`config.mk`:
```
export PLATFORM = sky130hd
export DESIGN_NAME = gpu_controller
export DESIGN_NICKNAME = d
export VERILOG_FILES = /design/src/gpu_ctrl_pkg.sv /design/src/cmd_frontend.sv /design/src/mem_xfer_engine.sv /design/src/kernel_launcher.sv /design/src/gpu_controller.sv
export VERILOG_INCLUDE_DIRS = /design/src /design/src/src
export SDC_FILE = /design/constraint.sdc
export NUM_CORES = 1
export LEC_CHECK = 0
export BUFFER_PORTS_ARGS = -buffer_cell sky130_fd_sc_hd__buf_4
export CORE_ASPECT_RATIO = 1.1
export CORE_UTILIZATION = 51
export CTS_CLUSTER_DIAMETER = 200
export DETAILED_ROUTE_END_ITERATION = 8
export HOLD_SLACK_MARGIN = 0.1
export PLACE_DENSITY = 0.74
export SLEW_MARGIN = 25
export SYNTH_ARGS = -nofsm -noshare
export SYNTH_HDL_FRONTEND = slang
export SYNTH_SLANG_ARGS = --single-unit
```
`constraint.sdc`:
```
create_clock -name clk -period 4.9 [get_ports clk]
set_input_delay 0.735 -clock clk [delete_from_list [all_inputs] [get_ports clk]]
set_output_delay 0.735 -clock clk [all_outputs]
set_load 0.1 [all_outputs]
```
`src/gpu_ctrl_defines.svh`:
```
// ------------------------------------------------
// widths and limits shared by the GPU controller
// data and address are both one 32-bit host word
// byte counts must be nonzero multiples of the word
// size, otherwise the copy address never lands on
// the end address
// ------------------------------------------------
`ifndef GPU_CTRL_DEFINES_SVH
`define GPU_CTRL_DEFINES_SVH

// host and memory word width
`define GPU_DATA_W 32
// byte address width
`define GPU_ADDR_W 32
// byte step between consecutive words
`define GPU_WORD_BYTES 4
// most parameter words any opcode takes
`define GPU_MAX_PARAMS 2

`endif

```
`src/gpu_ctrl_pkg.sv`:
```
// ------------------------------------------------
// shared types for the GPU host command controller
// opcodes are one full data word wide; any value
// not listed here is decoded as a no-op
// ------------------------------------------------
`include "gpu_ctrl_defines.svh"

package gpu_ctrl_pkg;

    // one host or memory data word
    typedef logic [`GPU_DATA_W-1:0] word_t;

    // byte address into GPU memory
    typedef logic [`GPU_ADDR_W-1:0] addr_t;

    // host opcodes on cpu_recv_instr
    typedef enum logic [`GPU_DATA_W-1:0] {
        OPC_NOP           = 0,
        OPC_COPY_TO_GPU   = 1,
        OPC_COPY_FROM_GPU = 2,
        OPC_KERNEL_LAUNCH = 3
    } opcode_e;

endpackage

```
`src/cmd_frontend.sv`:
```
// ------------------------------------------------
// host opcode decode and parameter capture
// opcode sampled only in idle; copies take address
// then byte count, a launch takes the kernel address
// NOP and unknown opcodes leave the front end idle
// waits for the engine done strobe before idling
// ------------------------------------------------
`include "gpu_ctrl_defines.svh"

module cmd_frontend (
    input  logic                clk,
    input  logic                rst,
    input  gpu_ctrl_pkg::word_t cpu_recv_instr,
    input  gpu_ctrl_pkg::word_t cpu_in_data,
    input  logic                xfer_done,
    input  logic                launch_done,
    output logic                xfer_wr_start,
    output logic                xfer_rd_start,
    output logic                launch_start,
    output gpu_ctrl_pkg::addr_t cmd_addr,
    output gpu_ctrl_pkg::addr_t cmd_count
);

    // wide enough to hold the full parameter count
    localparam int PCNT_W = $clog2(`GPU_MAX_PARAMS + 1);

    typedef enum logic [1:0] {
        ST_IDLE,
        ST_PARAM,
        ST_BUSY
    } state_e;

    state_e                state;
    gpu_ctrl_pkg::opcode_e opcode;
    logic [PCNT_W-1:0]     param_cnt;
    logic                  last_param;
    logic                  engine_done;

    // parameter words per opcode, zero means no-op
    function automatic logic [PCNT_W-1:0] param_count(gpu_ctrl_pkg::opcode_e op);
        case (op)
            gpu_ctrl_pkg::OPC_COPY_TO_GPU,
            gpu_ctrl_pkg::OPC_COPY_FROM_GPU: param_count = PCNT_W'(`GPU_MAX_PARAMS);
            gpu_ctrl_pkg::OPC_KERNEL_LAUNCH: param_count = PCNT_W'(1);
            default:                         param_count = '0;
        endcase
    endfunction

    assign last_param = (param_cnt + PCNT_W'(1)) == param_count(opcode);

    // done strobe from whichever engine owns the opcode
    assign engine_done = (opcode == gpu_ctrl_pkg::OPC_KERNEL_LAUNCH) ? launch_done : xfer_done;

    always_ff @(posedge clk or negedge rst) begin
        if (!rst) begin
            state         <= ST_IDLE;
            opcode        <= gpu_ctrl_pkg::OPC_NOP;
            param_cnt     <= '0;
            xfer_wr_start <= 1'b0;
            xfer_rd_start <= 1'b0;
            launch_start  <= 1'b0;
        end else begin
            // start strobes are single cycle
            xfer_wr_start <= 1'b0;
            xfer_rd_start <= 1'b0;
            launch_start  <= 1'b0;
            case (state)
                ST_IDLE: begin
                    param_cnt <= '0;
                    opcode    <= gpu_ctrl_pkg::opcode_e'(cpu_recv_instr);
                    // nop or unknown, stay here
                    if (param_count(gpu_ctrl_pkg::opcode_e'(cpu_recv_instr)) != '0) begin
                        state <= ST_PARAM;
                    end
                end
                ST_PARAM: begin
                    param_cnt <= param_cnt + PCNT_W'(1);
                    if (last_param) begin
                        state <= ST_BUSY;
                        case (opcode)
                            gpu_ctrl_pkg::OPC_COPY_TO_GPU:   xfer_wr_start <= 1'b1;
                            gpu_ctrl_pkg::OPC_COPY_FROM_GPU: xfer_rd_start <= 1'b1;
                            gpu_ctrl_pkg::OPC_KERNEL_LAUNCH: launch_start  <= 1'b1;
                            default:                         state         <= ST_IDLE;
                        endcase
                    end
                end
                ST_BUSY: begin
                    // host instructions ignored until the engine finishes
                    if (engine_done) begin
                        state <= ST_IDLE;
                    end
                end
                default: state <= ST_IDLE;
            endcase
        end
    end

    // first word is the address, second the byte count
    always_ff @(posedge clk) begin
        if (state == ST_PARAM) begin
            if (param_cnt == '0) begin
                cmd_addr <= cpu_in_data;
            end else begin
                cmd_count <= cpu_in_data;
            end
        end
    end

endmodule

```
`src/mem_xfer_engine.sv`:
```
// ------------------------------------------------
// word copies between host and GPU memory
// byte count must be a nonzero multiple of the word
// size; the end address is exclusive and compared
// for equality
// reads are issued one at a time, next request goes
// out together with the host ack of the previous one
// ------------------------------------------------
`include "gpu_ctrl_defines.svh"

module mem_xfer_engine (
    input  logic                clk,
    input  logic                rst,
    input  logic                wr_start,
    input  logic                rd_start,
    input  gpu_ctrl_pkg::addr_t start_addr,
    input  gpu_ctrl_pkg::addr_t byte_count,
    input  gpu_ctrl_pkg::word_t cpu_in_data,
    input  gpu_ctrl_pkg::word_t mem_rd_data,
    input  logic                mem_rd_ack,
    output logic                mem_wr_en,
    output gpu_ctrl_pkg::addr_t mem_wr_addr,
    output gpu_ctrl_pkg::word_t mem_wr_data,
    output logic                mem_rd_en,
    output gpu_ctrl_pkg::addr_t mem_rd_addr,
    output gpu_ctrl_pkg::word_t xfer_data,
    output logic                xfer_ack,
    output logic                done
);

    localparam gpu_ctrl_pkg::addr_t WORD_STEP = `GPU_WORD_BYTES;

    typedef enum logic [1:0] {
        ST_IDLE,
        ST_WRITE,
        ST_READ
    } state_e;

    state_e              state;
    // address of the next word to move
    gpu_ctrl_pkg::addr_t next_addr;
    // one past the last byte of the copy
    gpu_ctrl_pkg::addr_t end_addr;
    gpu_ctrl_pkg::addr_t step_addr;

    assign step_addr = next_addr + WORD_STEP;

    always_ff @(posedge clk or negedge rst) begin
        if (!rst) begin
            state     <= ST_IDLE;
            mem_wr_en <= 1'b0;
            mem_rd_en <= 1'b0;
            xfer_ack  <= 1'b0;
            xfer_data <= '0;
            done      <= 1'b0;
        end else begin
            mem_wr_en <= 1'b0;
            mem_rd_en <= 1'b0;
            xfer_ack  <= 1'b0;
            xfer_data <= '0;
            done      <= 1'b0;
            case (state)
                ST_IDLE: begin
                    if (wr_start) begin
                        // start cycle already carries the first word
                        mem_wr_en <= 1'b1;
                        if (byte_count == WORD_STEP) begin
                            done <= 1'b1;
                        end else begin
                            state <= ST_WRITE;
                        end
                    end else if (rd_start) begin
                        mem_rd_en <= 1'b1;
                        state     <= ST_READ;
                    end
                end
                ST_WRITE: begin
                    mem_wr_en <= 1'b1;
                    if (step_addr == end_addr) begin
                        done  <= 1'b1;
                        state <= ST_IDLE;
                    end
                end
                ST_READ: begin
                    // a read is always outstanding in this state
                    if (mem_rd_ack) begin
                        xfer_ack  <= 1'b1;
                        xfer_data <= mem_rd_data;
                        if (next_addr == end_addr) begin
                            done  <= 1'b1;
                            state <= ST_IDLE;
                        end else begin
                            mem_rd_en <= 1'b1;
                        end
                    end
                end
                default: state <= ST_IDLE;
            endcase
        end
    end

    // addresses and write data
    always_ff @(posedge clk) begin
        case (state)
            ST_IDLE: begin
                if (wr_start || rd_start) begin
                    next_addr <= start_addr + WORD_STEP;
                    end_addr  <= start_addr + byte_count;
                end
                mem_wr_addr <= start_addr;
                mem_wr_data <= cpu_in_data;
                mem_rd_addr <= start_addr;
            end
            ST_WRITE: begin
                mem_wr_addr <= next_addr;
                mem_wr_data <= cpu_in_data;
                next_addr   <= step_addr;
            end
            ST_READ: begin
                if (mem_rd_ack && next_addr != end_addr) begin
                    mem_rd_addr <= next_addr;
                    next_addr   <= step_addr;
                end
            end
            default: begin
                next_addr <= next_addr;
            end
        endcase
    end

endmodule

```
`src/kernel_launcher.sv`:
```
// ------------------------------------------------
// kernel launch sequencer for a single core
// program counter set for one cycle, then the core
// runs until halt; no timeout, a core that never
// halts keeps the controller busy
// ------------------------------------------------
module kernel_launcher (
    input  logic                clk,
    input  logic                rst,
    input  logic                start,
    input  gpu_ctrl_pkg::addr_t kernel_addr,
    input  logic                core_halt,
    output logic                core_set_pc_req,
    output gpu_ctrl_pkg::addr_t core_set_pc_addr,
    output logic                core_ena,
    output logic                core_clr,
    output logic                launch_ack,
    output logic                done
);

    typedef enum logic [1:0] {
        ST_IDLE,
        ST_SET_PC,
        ST_RUN
    } state_e;

    state_e state;

    always_ff @(posedge clk or negedge rst) begin
        if (!rst) begin
            state           <= ST_IDLE;
            core_set_pc_req <= 1'b0;
            core_ena        <= 1'b0;
            core_clr        <= 1'b0;
            launch_ack      <= 1'b0;
            done            <= 1'b0;
        end else begin
            core_set_pc_req <= 1'b0;
            core_clr        <= 1'b0;
            launch_ack      <= 1'b0;
            done            <= 1'b0;
            case (state)
                ST_IDLE: begin
                    if (start) begin
                        core_set_pc_req <= 1'b1;
                        state           <= ST_SET_PC;
                    end
                end
                ST_SET_PC: begin
                    // pc loaded, let the core run
                    core_ena <= 1'b1;
                    state    <= ST_RUN;
                end
                ST_RUN: begin
                    // clear and ack land together one cycle after halt
                    if (core_halt) begin
                        core_ena   <= 1'b0;
                        core_clr   <= 1'b1;
                        launch_ack <= 1'b1;
                        done       <= 1'b1;
                        state      <= ST_IDLE;
                    end
                end
                default: state <= ST_IDLE;
            endcase
        end
    end

    // pc address only matters while the request is high
    always_ff @(posedge clk) begin
        if (state == ST_IDLE && start) begin
            core_set_pc_addr <= kernel_addr;
        end
    end

endmodule

```
`src/gpu_controller.sv`:
```
// ------------------------------------------------
// GPU host command controller, top level
// one command runs at a time; opcodes presented
// while a command is busy are ignored
// host gets no back-pressure; memory stalls only
// through read latency, one read outstanding
// ------------------------------------------------
module gpu_controller (
    input  logic                clk,
    input  logic                rst,

    // host side
    input  gpu_ctrl_pkg::word_t cpu_recv_instr,
    input  gpu_ctrl_pkg::word_t cpu_in_data,
    output gpu_ctrl_pkg::word_t cpu_out_data,
    output logic                cpu_out_ack,

    // memory side
    output logic                mem_wr_en,
    output gpu_ctrl_pkg::addr_t mem_wr_addr,
    output gpu_ctrl_pkg::word_t mem_wr_data,
    output logic                mem_rd_en,
    output gpu_ctrl_pkg::addr_t mem_rd_addr,
    input  gpu_ctrl_pkg::word_t mem_rd_data,
    input  logic                mem_rd_ack,

    // core side
    output logic                core_ena,
    output logic                core_clr,
    output logic                core_set_pc_req,
    output gpu_ctrl_pkg::addr_t core_set_pc_addr,
    input  logic                core_halt
);

    // front end to engines
    logic                xfer_wr_start;
    logic                xfer_rd_start;
    logic                launch_start;
    gpu_ctrl_pkg::addr_t cmd_addr;
    gpu_ctrl_pkg::addr_t cmd_count;

    // engines back to front end and host
    logic                xfer_done;
    logic                launch_done;
    gpu_ctrl_pkg::word_t xfer_data;
    logic                xfer_ack;
    logic                launch_ack;

    cmd_frontend u_cmd_frontend (
        .clk            (clk),
        .rst            (rst),
        .cpu_recv_instr (cpu_recv_instr),
        .cpu_in_data    (cpu_in_data),
        .xfer_done      (xfer_done),
        .launch_done    (launch_done),
        .xfer_wr_start  (xfer_wr_start),
        .xfer_rd_start  (xfer_rd_start),
        .launch_start   (launch_start),
        .cmd_addr       (cmd_addr),
        .cmd_count      (cmd_count)
    );

    mem_xfer_engine u_mem_xfer_engine (
        .clk         (clk),
        .rst         (rst),
        .wr_start    (xfer_wr_start),
        .rd_start    (xfer_rd_start),
        .start_addr  (cmd_addr),
        .byte_count  (cmd_count),
        .cpu_in_data (cpu_in_data),
        .mem_rd_data (mem_rd_data),
        .mem_rd_ack  (mem_rd_ack),
        .mem_wr_en   (mem_wr_en),
        .mem_wr_addr (mem_wr_addr),
        .mem_wr_data (mem_wr_data),
        .mem_rd_en   (mem_rd_en),
        .mem_rd_addr (mem_rd_addr),
        .xfer_data   (xfer_data),
        .xfer_ack    (xfer_ack),
        .done        (xfer_done)
    );

    kernel_launcher u_kernel_launcher (
        .clk              (clk),
        .rst              (rst),
        .start            (launch_start),
        .kernel_addr      (cmd_addr),
        .core_halt        (core_halt),
        .core_set_pc_req  (core_set_pc_req),
        .core_set_pc_addr (core_set_pc_addr),
        .core_ena         (core_ena),
        .core_clr         (core_clr),
        .launch_ack       (launch_ack),
        .done             (launch_done)
    );

    // only one engine active at a time, so a plain OR is enough
    assign cpu_out_ack  = xfer_ack | launch_ack;
    // engine holds data at zero outside its ack, so launch ack reads zero
    assign cpu_out_data = xfer_data;

endmodule

```
* Yosys cells after proc, flatten, opt, wreduce, memory -nomap -nowiden
Cells that the tools add are included.
** Operators by class
- Add/sub/neg operators :: 4
- Multipliers :: 0
- Div/mod/pow operators :: 0
- Magnitude comparators :: 0
- Equal/unequal tests :: 29
- Shift operators :: 0
- Multiplexer cells :: 58
- Bitwise logic cells :: 2
- Reduce and logical (&&, ||, !) cells :: 26
** Operators by type and width (count)
- $mux 32 :: 5
- $eq 32x2->1 const B :: 4
- $pmux 32 s2 :: 2
- $pmux 32 s3 :: 1
- $add 32x3->32 const B :: 2
- $eq 32x1->1 const B :: 2
- $eq 32x32->1 :: 2
- $add 32x32->32 :: 1
- $eq 32x3->1 const B :: 1
- $ne 32x32->1 :: 1
- $mux 1 :: 27
- $mux 2 :: 13
- $pmux 2 s3 :: 3
- $ne 2x1->1 const B :: 7
- $pmux 2 s2 :: 3
- $reduce_and 2->1 :: 6
- $reduce_bool 2->1 :: 5
- $logic_not 2->1 :: 4
- $eq 2x1->1 const B :: 3
- $eq 2x2->1 const B :: 3
- $ne 2x2->1 const B :: 3
- $ne 3x3->1 const B :: 2
- $pmux 1 s2 :: 3
- $reduce_and 3->1 :: 2
- 11 further kinds :: 14
** Word-level totals
- Flip-flop bits (word level) :: 338
- Bits in latches :: 0
- RAM bits :: 0
- Bits in read-only memories :: 0
- Output and inout port bits :: 166
- Logic and storage cells :: 143
- Memories :: 0

* Logic depth before layout (Yosys ltp)
Gate-level depths: netlist of the first run.
- Depth after elaboration :: 7
- Gate-level depth with buffers :: 12

* By module
A second synthesis of the first run with hierarchy kept.
** Second synthesis, totals
- Cell total of the unflattened synthesis :: 1199
- Area, all modules :: 15935.3 um^2
** Modules (own cells, without submodules)
- mem_xfer_engine :: times used 1, cells an instance 957, area an instance 11125.7 um^2, seq. area each 5755.5 um^2
- cmd_frontend :: times used 1, cells an instance 193, area an instance 3639.7 um^2, seq. area each 2897.8 um^2
- kernel_launcher :: times used 1, cells an instance 48, area an instance 1163.6 um^2, seq. area each 1086.0 um^2
- gpu_controller :: times used 1, cells an instance 1, area an instance 6.3 um^2, seq. area each 0.0 um^2

* Worst setup path after synthesis of the first run
OpenSTA, ideal clock, no wires.
- Path type :: flip-flop to flip-flop
- From :: register u_mem_xfer_engine.next_addr[8]
- To :: register u_mem_xfer_engine.next_addr[0], enable pin
- Setup time :: 313 ps
- Data arrival time :: 4121 ps
- Data required time :: 4587 ps
- Setup slack :: 467 ps
- Stages on the path, launching flop included :: 9
- Clock period less this slack :: 4433 ps
- Path through :: edfxtp_1 -> clkbuf_1 -> xor2_1 -> nor4_1 -> and3_1 -> and4_1 -> nand2b_1 -> a211oi_1 -> nor2b_1
** Between the ends
- Cells in the longest elaborated chain, start to end :: 4
** RTL lines
- start: declaration :: RTL line mem_xfer_engine.sv:41 : gpu_ctrl_pkg::addr_t next_addr;
- start signal: assignment :: RTL line mem_xfer_engine.sv:107 : next_addr <= start_addr + WORD_STEP;
- start signal: assignment :: RTL line mem_xfer_engine.sv:117 : next_addr <= step_addr;
- start signal: assignment :: RTL line mem_xfer_engine.sv:122 : next_addr <= step_addr;
- $ne 32x32->1 :: RTL line mem_xfer_engine.sv:120 : if (mem_rd_ack && next_addr != end_addr) begin
- $logic_and 1x1->1 :: RTL line mem_xfer_engine.sv:120
- $ne 2x1->1 (no source line)
- $reduce_and 3->1 (no source line)
No other way between the ends.
A chain may end at the register's enable or synchronous reset.

* Worst setup path after layout of the first run
- From :: register u_cmd_frontend.cmd_addr[9]
- To :: register u_mem_xfer_engine.end_addr[31], data pin
** Between the ends
- Cells in the longest elaborated chain, start to end :: 1
** RTL lines
- start: declaration :: RTL line cmd_frontend.sv:20 : output gpu_ctrl_pkg::addr_t cmd_addr,
- start signal: assignment :: RTL line cmd_frontend.sv:103 : cmd_addr <= cpu_in_data;
- $add 32x32->32 :: RTL line mem_xfer_engine.sv:108 : end_addr <= start_addr + byte_count;
- end signal: assignment :: RTL line mem_xfer_engine.sv:108
- end: declaration :: RTL line mem_xfer_engine.sv:43 : gpu_ctrl_pkg::addr_t end_addr;
No other way between the ends.

==> results of run 1 <==
-- metal layers --
layer  vias up  share of wire [%]
met3        55                6.2
met1      5029                 42
met5         -                  0
met2       397                 50
li1       4851                  -
met4         0                2.0
-- power by group through the flow --
stage / sequential (mW) / combinational, mW / clock (mW)
2_1_floorplan: 3.26 / 0.0186 / 0
3_3_place_gp: 3.16 / 0.233 / 0
3_5_place_dp: 3.16 / 0.236 / 0
4_1_cts: 3.10 / 0.236 / 2.76
5_1_grt: 3.10 / 0.245 / 2.86
6_report: 3.10 / 0.234 / 2.72
-- Yosys cell counts (10+ instances only) --
cell type	n
a21oi_1	46
edfxtp_1	256
a21o_1	10
nand3_1	30
dfrtp_1	82
o21ai_0	40
mux2_2	96
xnor2_1	75
inv_1	28
nand4_1	18
nor3_1	13
nor4_1	30
and3_1	43
buf_2	10
clkbuf_1	31
ha_1	38
nor2_1	66
xor2_1	55
nand2_1	62
-- logic make-up (layout without fill, tap and decap cells) --
logic type | Yosys count | after routing | synth area share (%)
buf+inv | 72 | 369 | 1.89
flops | 338 | 338 | 62.5
mux | 101 | 101 | 7.29
xor+xnor | 131 | 131 | 7.41
compound gates | 152 | 152 | 6.30
simple gates | 324 | 324 | 11.4
fa+ha+maj | 39 | 39 | 3.18
-- final cells by class --
type,count,area [um2]
Multi-Input combinational cell,747,5610
Tap cell,408,510
Sequential cell,338,9740
Clock inverter,20,184
Clock buffer,46,1000
Inverter,28,105
Fill cell,2217,10600
Timing Repair Buffer,275,2090
-- critical path: cells and delay by family (launching register included) --
family | cells | cell delay, ns
AO/OA/AOI/OAI | 8 | 2.09
flip-flops | 1 | 0.51
adder cells (fa/ha/maj) | 1 | 0.43
XOR/XNOR | 1 | 0.08
-- metrics by stage --
stage	hold WS (ns)	std cells	worst slack, ns
final	0.255	1862	1.53
after detailed placement	0.487	1795	1.57
after floorplan	0.439	1157	0.467
after CTS	0.397	1861	1.54
after global placement	0.475	1795	1.60
after global routing	0.303	1862	1.22
-- state kept, by name, summed over array words and instances, names as in the netlist, 2 cells and up --
name                                cells
u_cmd_frontend.cmd_addr                32
u_cmd_frontend.cmd_count               32
u_cmd_frontend.opcode                  32
u_cmd_frontend.param_cnt                2
u_cmd_frontend.state                    2
u_kernel_launcher.core_set_pc_addr     32
u_kernel_launcher.state                 2
u_mem_xfer_engine.end_addr             32
u_mem_xfer_engine.mem_rd_addr          32
u_mem_xfer_engine.mem_wr_addr          32
u_mem_xfer_engine.mem_wr_data          32
u_mem_xfer_engine.next_addr            32
u_mem_xfer_engine.state                 2
u_mem_xfer_engine.xfer_data            32
-- cell usage in the layout, fill, tap and decap left out, drive strengths merged, types with 8 or more instances in the layout --
cell	instances
a21o	11
a21oi	46
and3	43
and4	10
buf	275
clkbuf	46
clkinv	13
dfrtp	82
edfxtp	256
ha	38
inv	30
mux2	97
nand2	62
nand2b	9
nand3	32
nand4	20
nor2	66
nor2b	8
nor3	15
nor4	33
o21ai	43
xnor2	76
xor2	55
-- path summary, 6_finish.rpt --
kind | start | endpoint | slack, ns | cells after the start
max | u_cmd_frontend.cmd_addr[9] | u_mem_xfer_engine.end_addr[31] | 1.53 | 10
max reg2reg | u_cmd_frontend.cmd_addr[9] | u_mem_xfer_engine.end_addr[31] | 1.53 | 10
max in group asynchronous | rst | u_mem_xfer_engine.xfer_data[13] | 4.12 | 1
min reg2reg | u_cmd_frontend.param_cnt[1] | u_cmd_frontend.param_cnt[1] | 0.50 | 2
min | rst | u_cmd_frontend.opcode[5] | 0.25 | 1
min in group clk | cpu_in_data[13] | u_cmd_frontend.cmd_addr[13] | 0.41 | 1
==> flow_summary.yaml, run 1 <==
sta:
  clock.fmax_mhz: 297
  min_period_ns: 3.37
  tightest_slew_ns: 0.955
  setup_tns_ns: 0
  finalHoldViolCount: 0
  setup_viol: 0
  min_period_over_period_pct: 68.8
  slew_headroom_pct: 36.4
  rsz0062_at_grt: "false"
  slew_violations: 0
  skew_ns: 0.0200
critical_path:
  cpPeakStageDelay_ns: 0.51
  crit_chain: "ha_1 -> a21o_1 -> a31o_1 -> a221o_1 -> o211ai_2 -> a31oi_2 -> a2111oi_4 -> o311ai_1 -> a21oi_1 -> xnor2_1"
  worstSetupEndpointType: "register"
  cp_data_arrival_time_ns: 3.63
  path_max_fanout: 9
  critPathKind: "register to register"
  critPathSlowestCell: "edfxtp_1"
  critPathLaunchType: "register"
  worstPathRequired_ns: 5.16
clock_network:
  cts_buffer_depth: 3
  clock_latency_ns: 0.52
  cts_tree: "built"
  htree_levels: 2
  numClockSinks: 338
  cts_root_buf: "clkbuf_16"
  cts_setup_buffers: 0
  numCtsBuffers: 36
  clk_pin_slew_worst_paths_ns: 0.06
  cts_resized: 0
  cts_hold_buf: 0
yosys:
  ys_types: 69
  yosysTopAreaCellShare_pct: 49.3
  syn_nets: 1296
  yosys_warnings: 0
  synth-seq-cells: 338
  netlist_area_um2: 15600
  syn_inst: 1157
  ys_top_cells_by_area: "edfxtp_1 (49%), dfrtp_1 (13%), mux2_2 (6.9%), xnor2_1 (4.2%), xor2_1 (3.1%)"
  async_reset_ff_share_pct: 24.3
  synth_area_leader_cell: "edfxtp_1"
  ys_seq_area_share_pct: 62.5
  syn_avg_cell_area_um2: 13.5
  synth_edf_count: 256
  synthFlopType: "edfxtp_1"
global_routing:
  grt_use_met1_pct: 30.7
  grt_pass1_wl_mm: 57.9
  met2_usage_pct: 42.7
  busiest_layer: "met2"
  grt_usage_pct: 24.2
  grt_pass1_vias: 10400
  antenna_found_initial: 0
  overflow: 0
  grtUsageMet3_pct: 4.12
  grt_max_degree: 83
detailed_routing:
  drtIter0Drc: 835
  wirelength_mm: 37.7
  vias: 10300
  ant_nets: 0
  detail_route.wl_per_cell_um: 20.2
  drt_pass1_iterations: 5
  drc: 0
  avgViaCountPerCell: 5.55
power_and_ir_drop:
  p_switching_mw: 1.27
  power_density_nw_per_um2: 315
  clock_power_share_pct: 44.9
  power_frac_comb_pct: 3.9
  total_power_mw: 6.05
  switching_share_pct: 21.0
  p_leak_nw: 7.80
  irDropWorstVdd_mv: 0.217
  internal_power_mw: 4.78
  p_seq_share_pct: 51.3
layout:
  postLayoutCellArea_um2: 19200
  diodes: 0
  area.growth.synth_to_final_pct: 23.4
  nNetsFinal: 1565
  drive_gt1_share_pct: 31.6
  fin_util_pct: 64.5
floorplanning:
  fp.dieW_um: 169
  start_util_pct: 52.3
  core_um2: 29800
  ios: 266
  rows: 66
  die_h_um: 185
  fp.dieArea_um2: 31300
job:
  cap_violations: 0
run_status:
  status: "completed"
placement:
  place_congestion: 0.887
  post-dp-hpwl_mm: 26.8
  placed_cell_area_um2: 18000
  portBuffers: 265
min_path:
  hp-class: "primary input to asynchronous set/reset pin"
Note: power is estimated with default switching activity, not from simulation.
==> run 2: changes to the inputs <==
ABC_AREA = 1   (was unset)
PLACE_DENSITY = 0.73   (was 0.74)
clock period = 3.31 ns   (was 4.9 ns; I/O delays follow)
==> run 2 against run 1 <==
Clock power grew 49%; critical path depth is the same; highest routed layer unchanged; hold slack lost 0.11 ns; critical endpoint unchanged; cell count grew 32%; synthesized cell count grew 50%; via count grew 26%; non-clock buffer count grew 11; largest cell class unchanged; largest power group unchanged.
==> flow_summary.yaml, run 2 <==
sta:
  setup_tns_ns: 0
  final.setup.worst_slack_ns: 0.417
  finalHoldViolCount: 0
  setup_viol: 0
  slew_violations: 0
  min_period_over_period_pct: 87.4
  slew_headroom_pct: 33.4
  tightest_slew_ns: 0.998
  skew_ns: 0.0154
  rsz0062_at_grt: "false"
  clock.fmax_mhz: 346
  min_period_ns: 2.89
power_and_ir_drop:
  power_density_nw_per_um2: 444
  clock_power_share_pct: 44.9
  internal_power_mw: 7.08
  switching_share_pct: 21.4
  total_power_mw: 9.00
  p_leak_nw: 8.90
  irDropWorstVdd_mv: 0.399
  p_seq_share_pct: 51.0
  p_switching_mw: 1.93
  power_frac_comb_pct: 4.1
yosys:
  synth_xor_area_share_pct: 4.52
  synthAdderAreaFrac_pct: 2.98
  yosys_warnings: 0
  netlist_area_um2: 16600
  synthMuxAreaShare_pct: 0
  syn_nets: 1869
  yosysTopAreaCellShare_pct: 46.2
  syn_avg_cell_area_um2: 9.62
  async_reset_ff_share_pct: 24.3
  ys_types: 51
  synth-seq-cells: 338
  synth_edf_count: 256
  ys_top_cells_by_area: "edfxtp_1 (46%), dfrtp_1 (12%), nand2_1 (9.3%), inv_1 (4.6%), o21ai_0 (4.5%)"
  synth_simple_gate_area_share_pct: 20.1
  synth_commonest_cells: "nand2_1 (413), edfxtp_1 (256), inv_1 (206)"
  synth_area_leader_cell: "edfxtp_1"
  syn_inst: 1730
  synth-compound-area-share_pct: 7.68
  synthFlopType: "edfxtp_1"
  synth_top_family_by_area: "simple AND/OR/NAND/NOR gates"
  synth_most_common_cell: "nand2_1"
  ys_seq_area_share_pct: 58.5
clock_network:
  cts_tree: "built"
  htree_levels: 2
  numCtsBuffers: 37
  cts_resized: 0
  cts_setup_buffers: 0
  clock_latency_ns: 0.54
  cts_root_buf: "clkbuf_16"
  cts_buffer_depth: 3
  clk_pin_slew_worst_paths_ns: 0.06
  numClockSinks: 338
placement:
  place_congestion: 0.995
  post-dp-hpwl_mm: 35.0
  portBuffers: 265
  place_ws_ns: 0.457
  placed_cell_area_um2: 19100
floorplanning:
  fp.dieW_um: 174
  core_um2: 32200
  fp.dieArea_um2: 33400
  die_h_um: 191
  start_util_pct: 51.7
  rows: 69
  ios: 266
global_routing:
  antenna_found_initial: 0
  grt_usage_pct: 27.5
  grtUsageMet3_pct: 5.43
  grt_pass1_wl_mm: 69.0
  grt_max_degree: 83
  grt_pass1_vias: 12600
  grt_use_met1_pct: 35.0
  busiest_layer: "met2"
  overflow: 0
  met2_usage_pct: 46.5
layout:
  fin_util_pct: 63.0
  nNetsFinal: 2143
  drive_gt1_share_pct: 19.0
  nFillCells: 2660
  final_common_cell: "nand2_1"
  postLayoutCellArea_um2: 20300
  area.growth.synth_to_final_pct: 22.0
  final_cell_mix: "nand2_1 (412), buf_4 (284), edfxtp_1 (256), inv_1 (206), nor2_1 (166)"
  diodes: 0
detailed_routing:
  drt_pass1_iterations: 6
  detail_route.wl_per_cell_um: 18.6
  vias: 13100
  drc: 0
  wirelength_mm: 45.7
  drtIter0Drc: 972
  ant_nets: 0
  avgViaCountPerCell: 5.32
critical_path:
  critPathLaunchType: "register"
  critPathKind: "register to register"
  worstSetupEndpointType: "register"
  path_max_fanout: 6
  worstPathRequired_ns: 3.59
  cp_data_arrival_time_ns: 3.18
run_status:
  status: "completed"
job:
  cap_violations: 0
min_path:
  hp-class: "primary input to register"
-- run 2: cell count changes after synthesis, sizes merged, moves of 32 or more --
cell / before / now
nand3: 32 / 64
xnor2: 76 / 28
nand2: 62 / 423
o21ai: 43 / 155
and3: 43 / 3
mux2: 97 / 0
inv: 28 / 210
nor2: 66 / 183
-- run 2: cell type report --
class                      count  area, um2  area share (%)
sequential                   338       9740            48.0
timing repair buffer         286       2150            10.6
clock inverter                19        211            1.04
inverter                     211        792            3.90
tap                          426        533            2.63
clock buffer                  46        960            4.73
multi-input combinational   1130       5910            29.1
-- run 2: path summary, 6_finish.rpt --
path,to,slack [ns],from,cells after the start
max in group asynchronous,u_mem_xfer_engine.xfer_data[0],2.19,rst,2
hold reg to reg,u_cmd_frontend.opcode[3],0.48,u_cmd_frontend.opcode[3],2
min in group asynchronous,u_cmd_frontend.opcode[20],0.59,rst,2
setup / recovery,u_mem_xfer_engine.end_addr[31],0.42,u_cmd_frontend.cmd_addr[14],10
setup reg to reg,u_mem_xfer_engine.end_addr[31],0.42,u_cmd_frontend.cmd_addr[14],10
hold / removal,u_mem_xfer_engine.mem_wr_data[0],0.15,cpu_in_data[0],1
-- run 2: per-layer routing --
metal / wire [um] / share of wire (%) / up-vias
li1: - / - / 6311
met1: 18700 / 41 / 6100
met2: 21800 / 48 / 556
met3: 3560 / 7.8 / 94
met4: 1690 / 3.7 / 0
met5: 0 / 0 / -
-- run 2: timing repair --
item	4_1_cts	5_1_grt
setup endpoints to repair	0	0
hold endpoints to repair	0	44
hold buffers	0	1
-- run 2: critical path, stage by stage (launching register included) --
cell,delay (ns)
edfxtp_1,0.53
ha_1,0.41
a21oi_1,0.23
inv_1,0.08
o21ai_0,0.20
nand2_1,0.11
a221oi_1,0.38
o21ai_0,0.32
nand2_1,0.14
nand2_1,0.07
xor2_1,0.15
-- run 2: per-stage QoR --
stage / instances / hold slack (ns)
floorplan: 1730 / 0.201
detailed placement: 2390 / 0.461
finish: 2456 / 0.148
CTS: 2455 / 0.133
global placement: 2390 / 0.460
global route: 2456 / 0.136
-- run 2: power groups by stage --
stage	clock [mW]	combinational, mW	sequential, mW
floorplan	0	0.0363	4.83
global placement	0	0.370	4.67
detailed placement	0	0.374	4.68
CTS	4.11	0.375	4.59
global route	4.25	0.396	4.59
finish	4.04	0.374	4.59
-- run 2: logic make-up (layout without fill, tap and decap cells) --
logic type / Yosys count / in the layout
buffers and inverters: 262 / 562
adders and majority gates: 39 / 39
DFF: 338 / 338
xor gates and xnor gates: 86 / 86
and+or+nand+nor: 768 / 768
AOI/OAI and AO/OA: 237 / 237
==> run 3: changes to the inputs <==
PLACE_DENSITY = 0.76   (was 0.73)
clock period = 2.65 ns   (was 3.31 ns; I/O delays follow)
==> run 3 against run 2 <==
First-iteration DRC count increased by 1.4%; setup slack worse by 0.32 ns; sequential share of layout area shrank 3.9 points; clock skew rose by 0.0044 ns; sequential power rose by 25%; core utilization rose by 5.6 points; maximum frequency increased by 13%; cell count up 8.0%; clock power rose by 24%; sequential cell count unchanged; die area stayed put; critical path type unchanged; largest cell class unchanged; highest routed layer unchanged.
==> flow_summary.yaml, run 3 (synthesis results as in run 2) <==
run_status:
  status: "completed"
clock_network:
  numCtsBuffers: 35
  clock_latency_ns: 0.54
  cts_buffer_depth: 3
  cts_root_buf: "clkbuf_16"
  numClockSinks: 338
  htree_levels: 2
  clk_pin_slew_worst_paths_ns: 0.06
  cts_tree: "built"
sta:
  min_period_ns: 2.55
  setup_viol: 0
  finalHoldViolCount: 0
  clock.fmax_mhz: 392
  tightest_slew_ns: 0.592
  slew_headroom_pct: 60.5
  rsz0062_at_grt: "true"
  skew_ns: 0.0199
  setup_tns_ns: 0
  min_period_over_period_pct: 96.4
  slew_violations: 0
placement:
  post-dp-hpwl_mm: 37.7
  portBuffers: 265
  place_congestion: 1.01
layout:
  final_cell_mix: "nand2_1 (411), buf_4 (400), edfxtp_1 (256), inv_1 (206), nor2_1 (164)"
  drive_gt1_share_pct: 23.3
  nNetsFinal: 2340
  diodes: 0
  area.growth.synth_to_final_pct: 32.8
  final_common_cell: "nand2_1"
power_and_ir_drop:
  p_switching_mw: 2.43
  power_density_nw_per_um2: 512
  irDropWorstVdd_mv: 0.497
  internal_power_mw: 8.90
  switching_share_pct: 21.4
  p_seq_share_pct: 50.6
  total_power_mw: 11.3
  p_leak_nw: 9.86
  clock_power_share_pct: 44.2
  power_frac_comb_pct: 5.2
detailed_routing:
  wl_met3_mm: 3.80
  detail_route.wl_per_cell_um: 19.4
  met1_length_mm: 20.2
  wl_met2_mm: 25.4
  wirelength_mm: 51.4
  drc: 0
  top_layer: "met4"
  avgViaCountPerCell: 5.29
  vias: 14000
  ant_nets: 0
  drt_pass1_iterations: 5
  drtIter0Drc: 986
critical_path:
  rr_startpoint: "u_cmd_frontend.cmd_addr[2]"
  path_max_fanout: 5
  critPathBufInv: 1
  crit_family: "simple AND/OR/NAND/NOR gates"
  r2r_cells: 13
  crit_chain: "buf_6 -> ha_2 -> nand3_2 -> nor3_4 -> nand2_2 -> nor2_4 -> nand2_4 -> nor3_4 -> nand3_2 -> nor3_2 -> xor2_1 -> nand2_1 -> o21ai_1"
  cpPeakStageDelay_ns: 0.36
  cp_data_arrival_time_ns: 2.83
  worstSetupEndpointType: "register"
  reg2reg_to: "u_mem_xfer_engine.next_addr[30]"
  r2r_slack_ns: 0.1
  critPathKind: "register to register"
  worstPathRequired_ns: 2.92
  critPathSlowestCell: "edfxtp_1"
  cp-startpoint: "u_cmd_frontend.cmd_addr[2]"
  critPathLaunchType: "register"
job:
  cap_violations: 0
global_routing:
  grt_max_degree: 65
  grt_pass1_wl_mm: 76.8
  antenna_found_initial: 0
  grt_pass1_vias: 14000
  grt_usage_pct: 30.7
  overflow: 0
min_path:
  hp-class: "primary input to register"
  holdPathEnd: "u_cmd_frontend.opcode[7]"
  hold_depth: 3
  min-delay-start: "cpu_recv_instr[7]"
floorplanning:
  die_h_um: 191
  core_um2: 32200
  ios: 266
  fp.dieW_um: 174
  fp.dieArea_um2: 33400
  rows: 69
  start_util_pct: 51.7
[run 3: changes by cell type in the layout (fill, tap and decap cells not counted), moves of 2 or more]
cell / previous run / this run
nor2_1: 166 / 164
clkbuf_8: 0 / 4
ha_1: 36 / 34
ha_2: 2 / 4
nand3_1: 60 / 58
clkinv_4: 2 / 0
a21oi_1: 44 / 42
nor3_4: 1 / 3
nor2_4: 6 / 8
buf_12: 0 / 3
buf_4: 284 / 400
nor3_1: 20 / 18
dlygate4sd3_1: 1 / 81
inv_6: 3 / 1
[run 3: cell type report]
cell class / count / area (um2)
well taps: 426 / 533
flip-flops and latches: 338 / 9740
fillers: 2412 / 10100
inverters: 211 / 792
clock buffers: 49 / 1010
clock inverters: 14 / 148
repair buffers: 485 / 3880
multi-input cells: 1130 / 6000
[run 3: metrics by stage]
step / hold WS [ns] / area [um2] / cells / setup slack [ns] / util (%)
2_1_floorplan: 0.102 / 16700 / 1730 / 0.0348 / -
3_3_place_gp: 0.423 / 19800 / 2471 / -0.157 / 61.4
3_5_place_dp: 0.433 / 19800 / 2471 / -0.181 / 61.4
4_1_cts: 0.101 / 21700 / 2615 / 0.00700 / 67.5
5_1_grt: 0.105 / 22100 / 2653 / -0.0395 / 68.7
6_report: 0.116 / 22100 / 2653 / 0.0967 / 68.7
[run 3: worst reg2reg max path, delay by kind of cell (launching register included)]
kind | cells | cell delay, ns
buffers and inverters | 1 | 0.15
DFF | 1 | 0.36
AOI/OAI and AO/OA | 1 | 0.07
adders and majority gates | 1 | 0.21
xor gates and xnor gates | 1 | 0.08
and+or+nand+nor | 9 | 1.44
[run 3: repair_timing]
item,4_1_cts,5_1_grt
buffers inserted,0,38
hold buffers,81,0
gates resized for setup,3,20
hold endpoints to repair,187,0
pin swaps,0,8
setup endpoints to repair,4,79
[run 3: worst max path at each step]
stage	endpoint	slack [ns]	cells after the start
global route	u_mem_xfer_engine.next_addr[26]	-0.04	13
global placement	u_mem_xfer_engine.end_addr[21]	-0.16	11
finish	u_mem_xfer_engine.next_addr[30]	0.1	13
detailed placement	u_mem_xfer_engine.end_addr[29]	-0.18	10
CTS	u_mem_xfer_engine.end_addr[21]	0.007	11
floorplan	u_mem_xfer_engine.end_addr[0]	0.03	4
[run 3: routing by layer]
layer	GRT usage, %	vias up
li1	-	6687
met4	12.8	0
met3	4.97	99
met1	37.5	6644
met5	0	-
met2	54.0	613
[run 3: power by group through the flow]
| stage | Clock (mW) | Sequential [mW] | Combinational, mW |
|---|---|---|---|
| 2_1_floorplan | 0 | 6.04 | 0.0454 |
| 3_3_place_gp | 0 | 5.84 | 0.464 |
| 3_5_place_dp | 0 | 5.84 | 0.471 |
| 4_1_cts | 5.04 | 5.73 | 0.568 |
| 5_1_grt | 5.25 | 5.73 | 0.614 |
| 6_report | 5.01 | 5.73 | 0.586 |
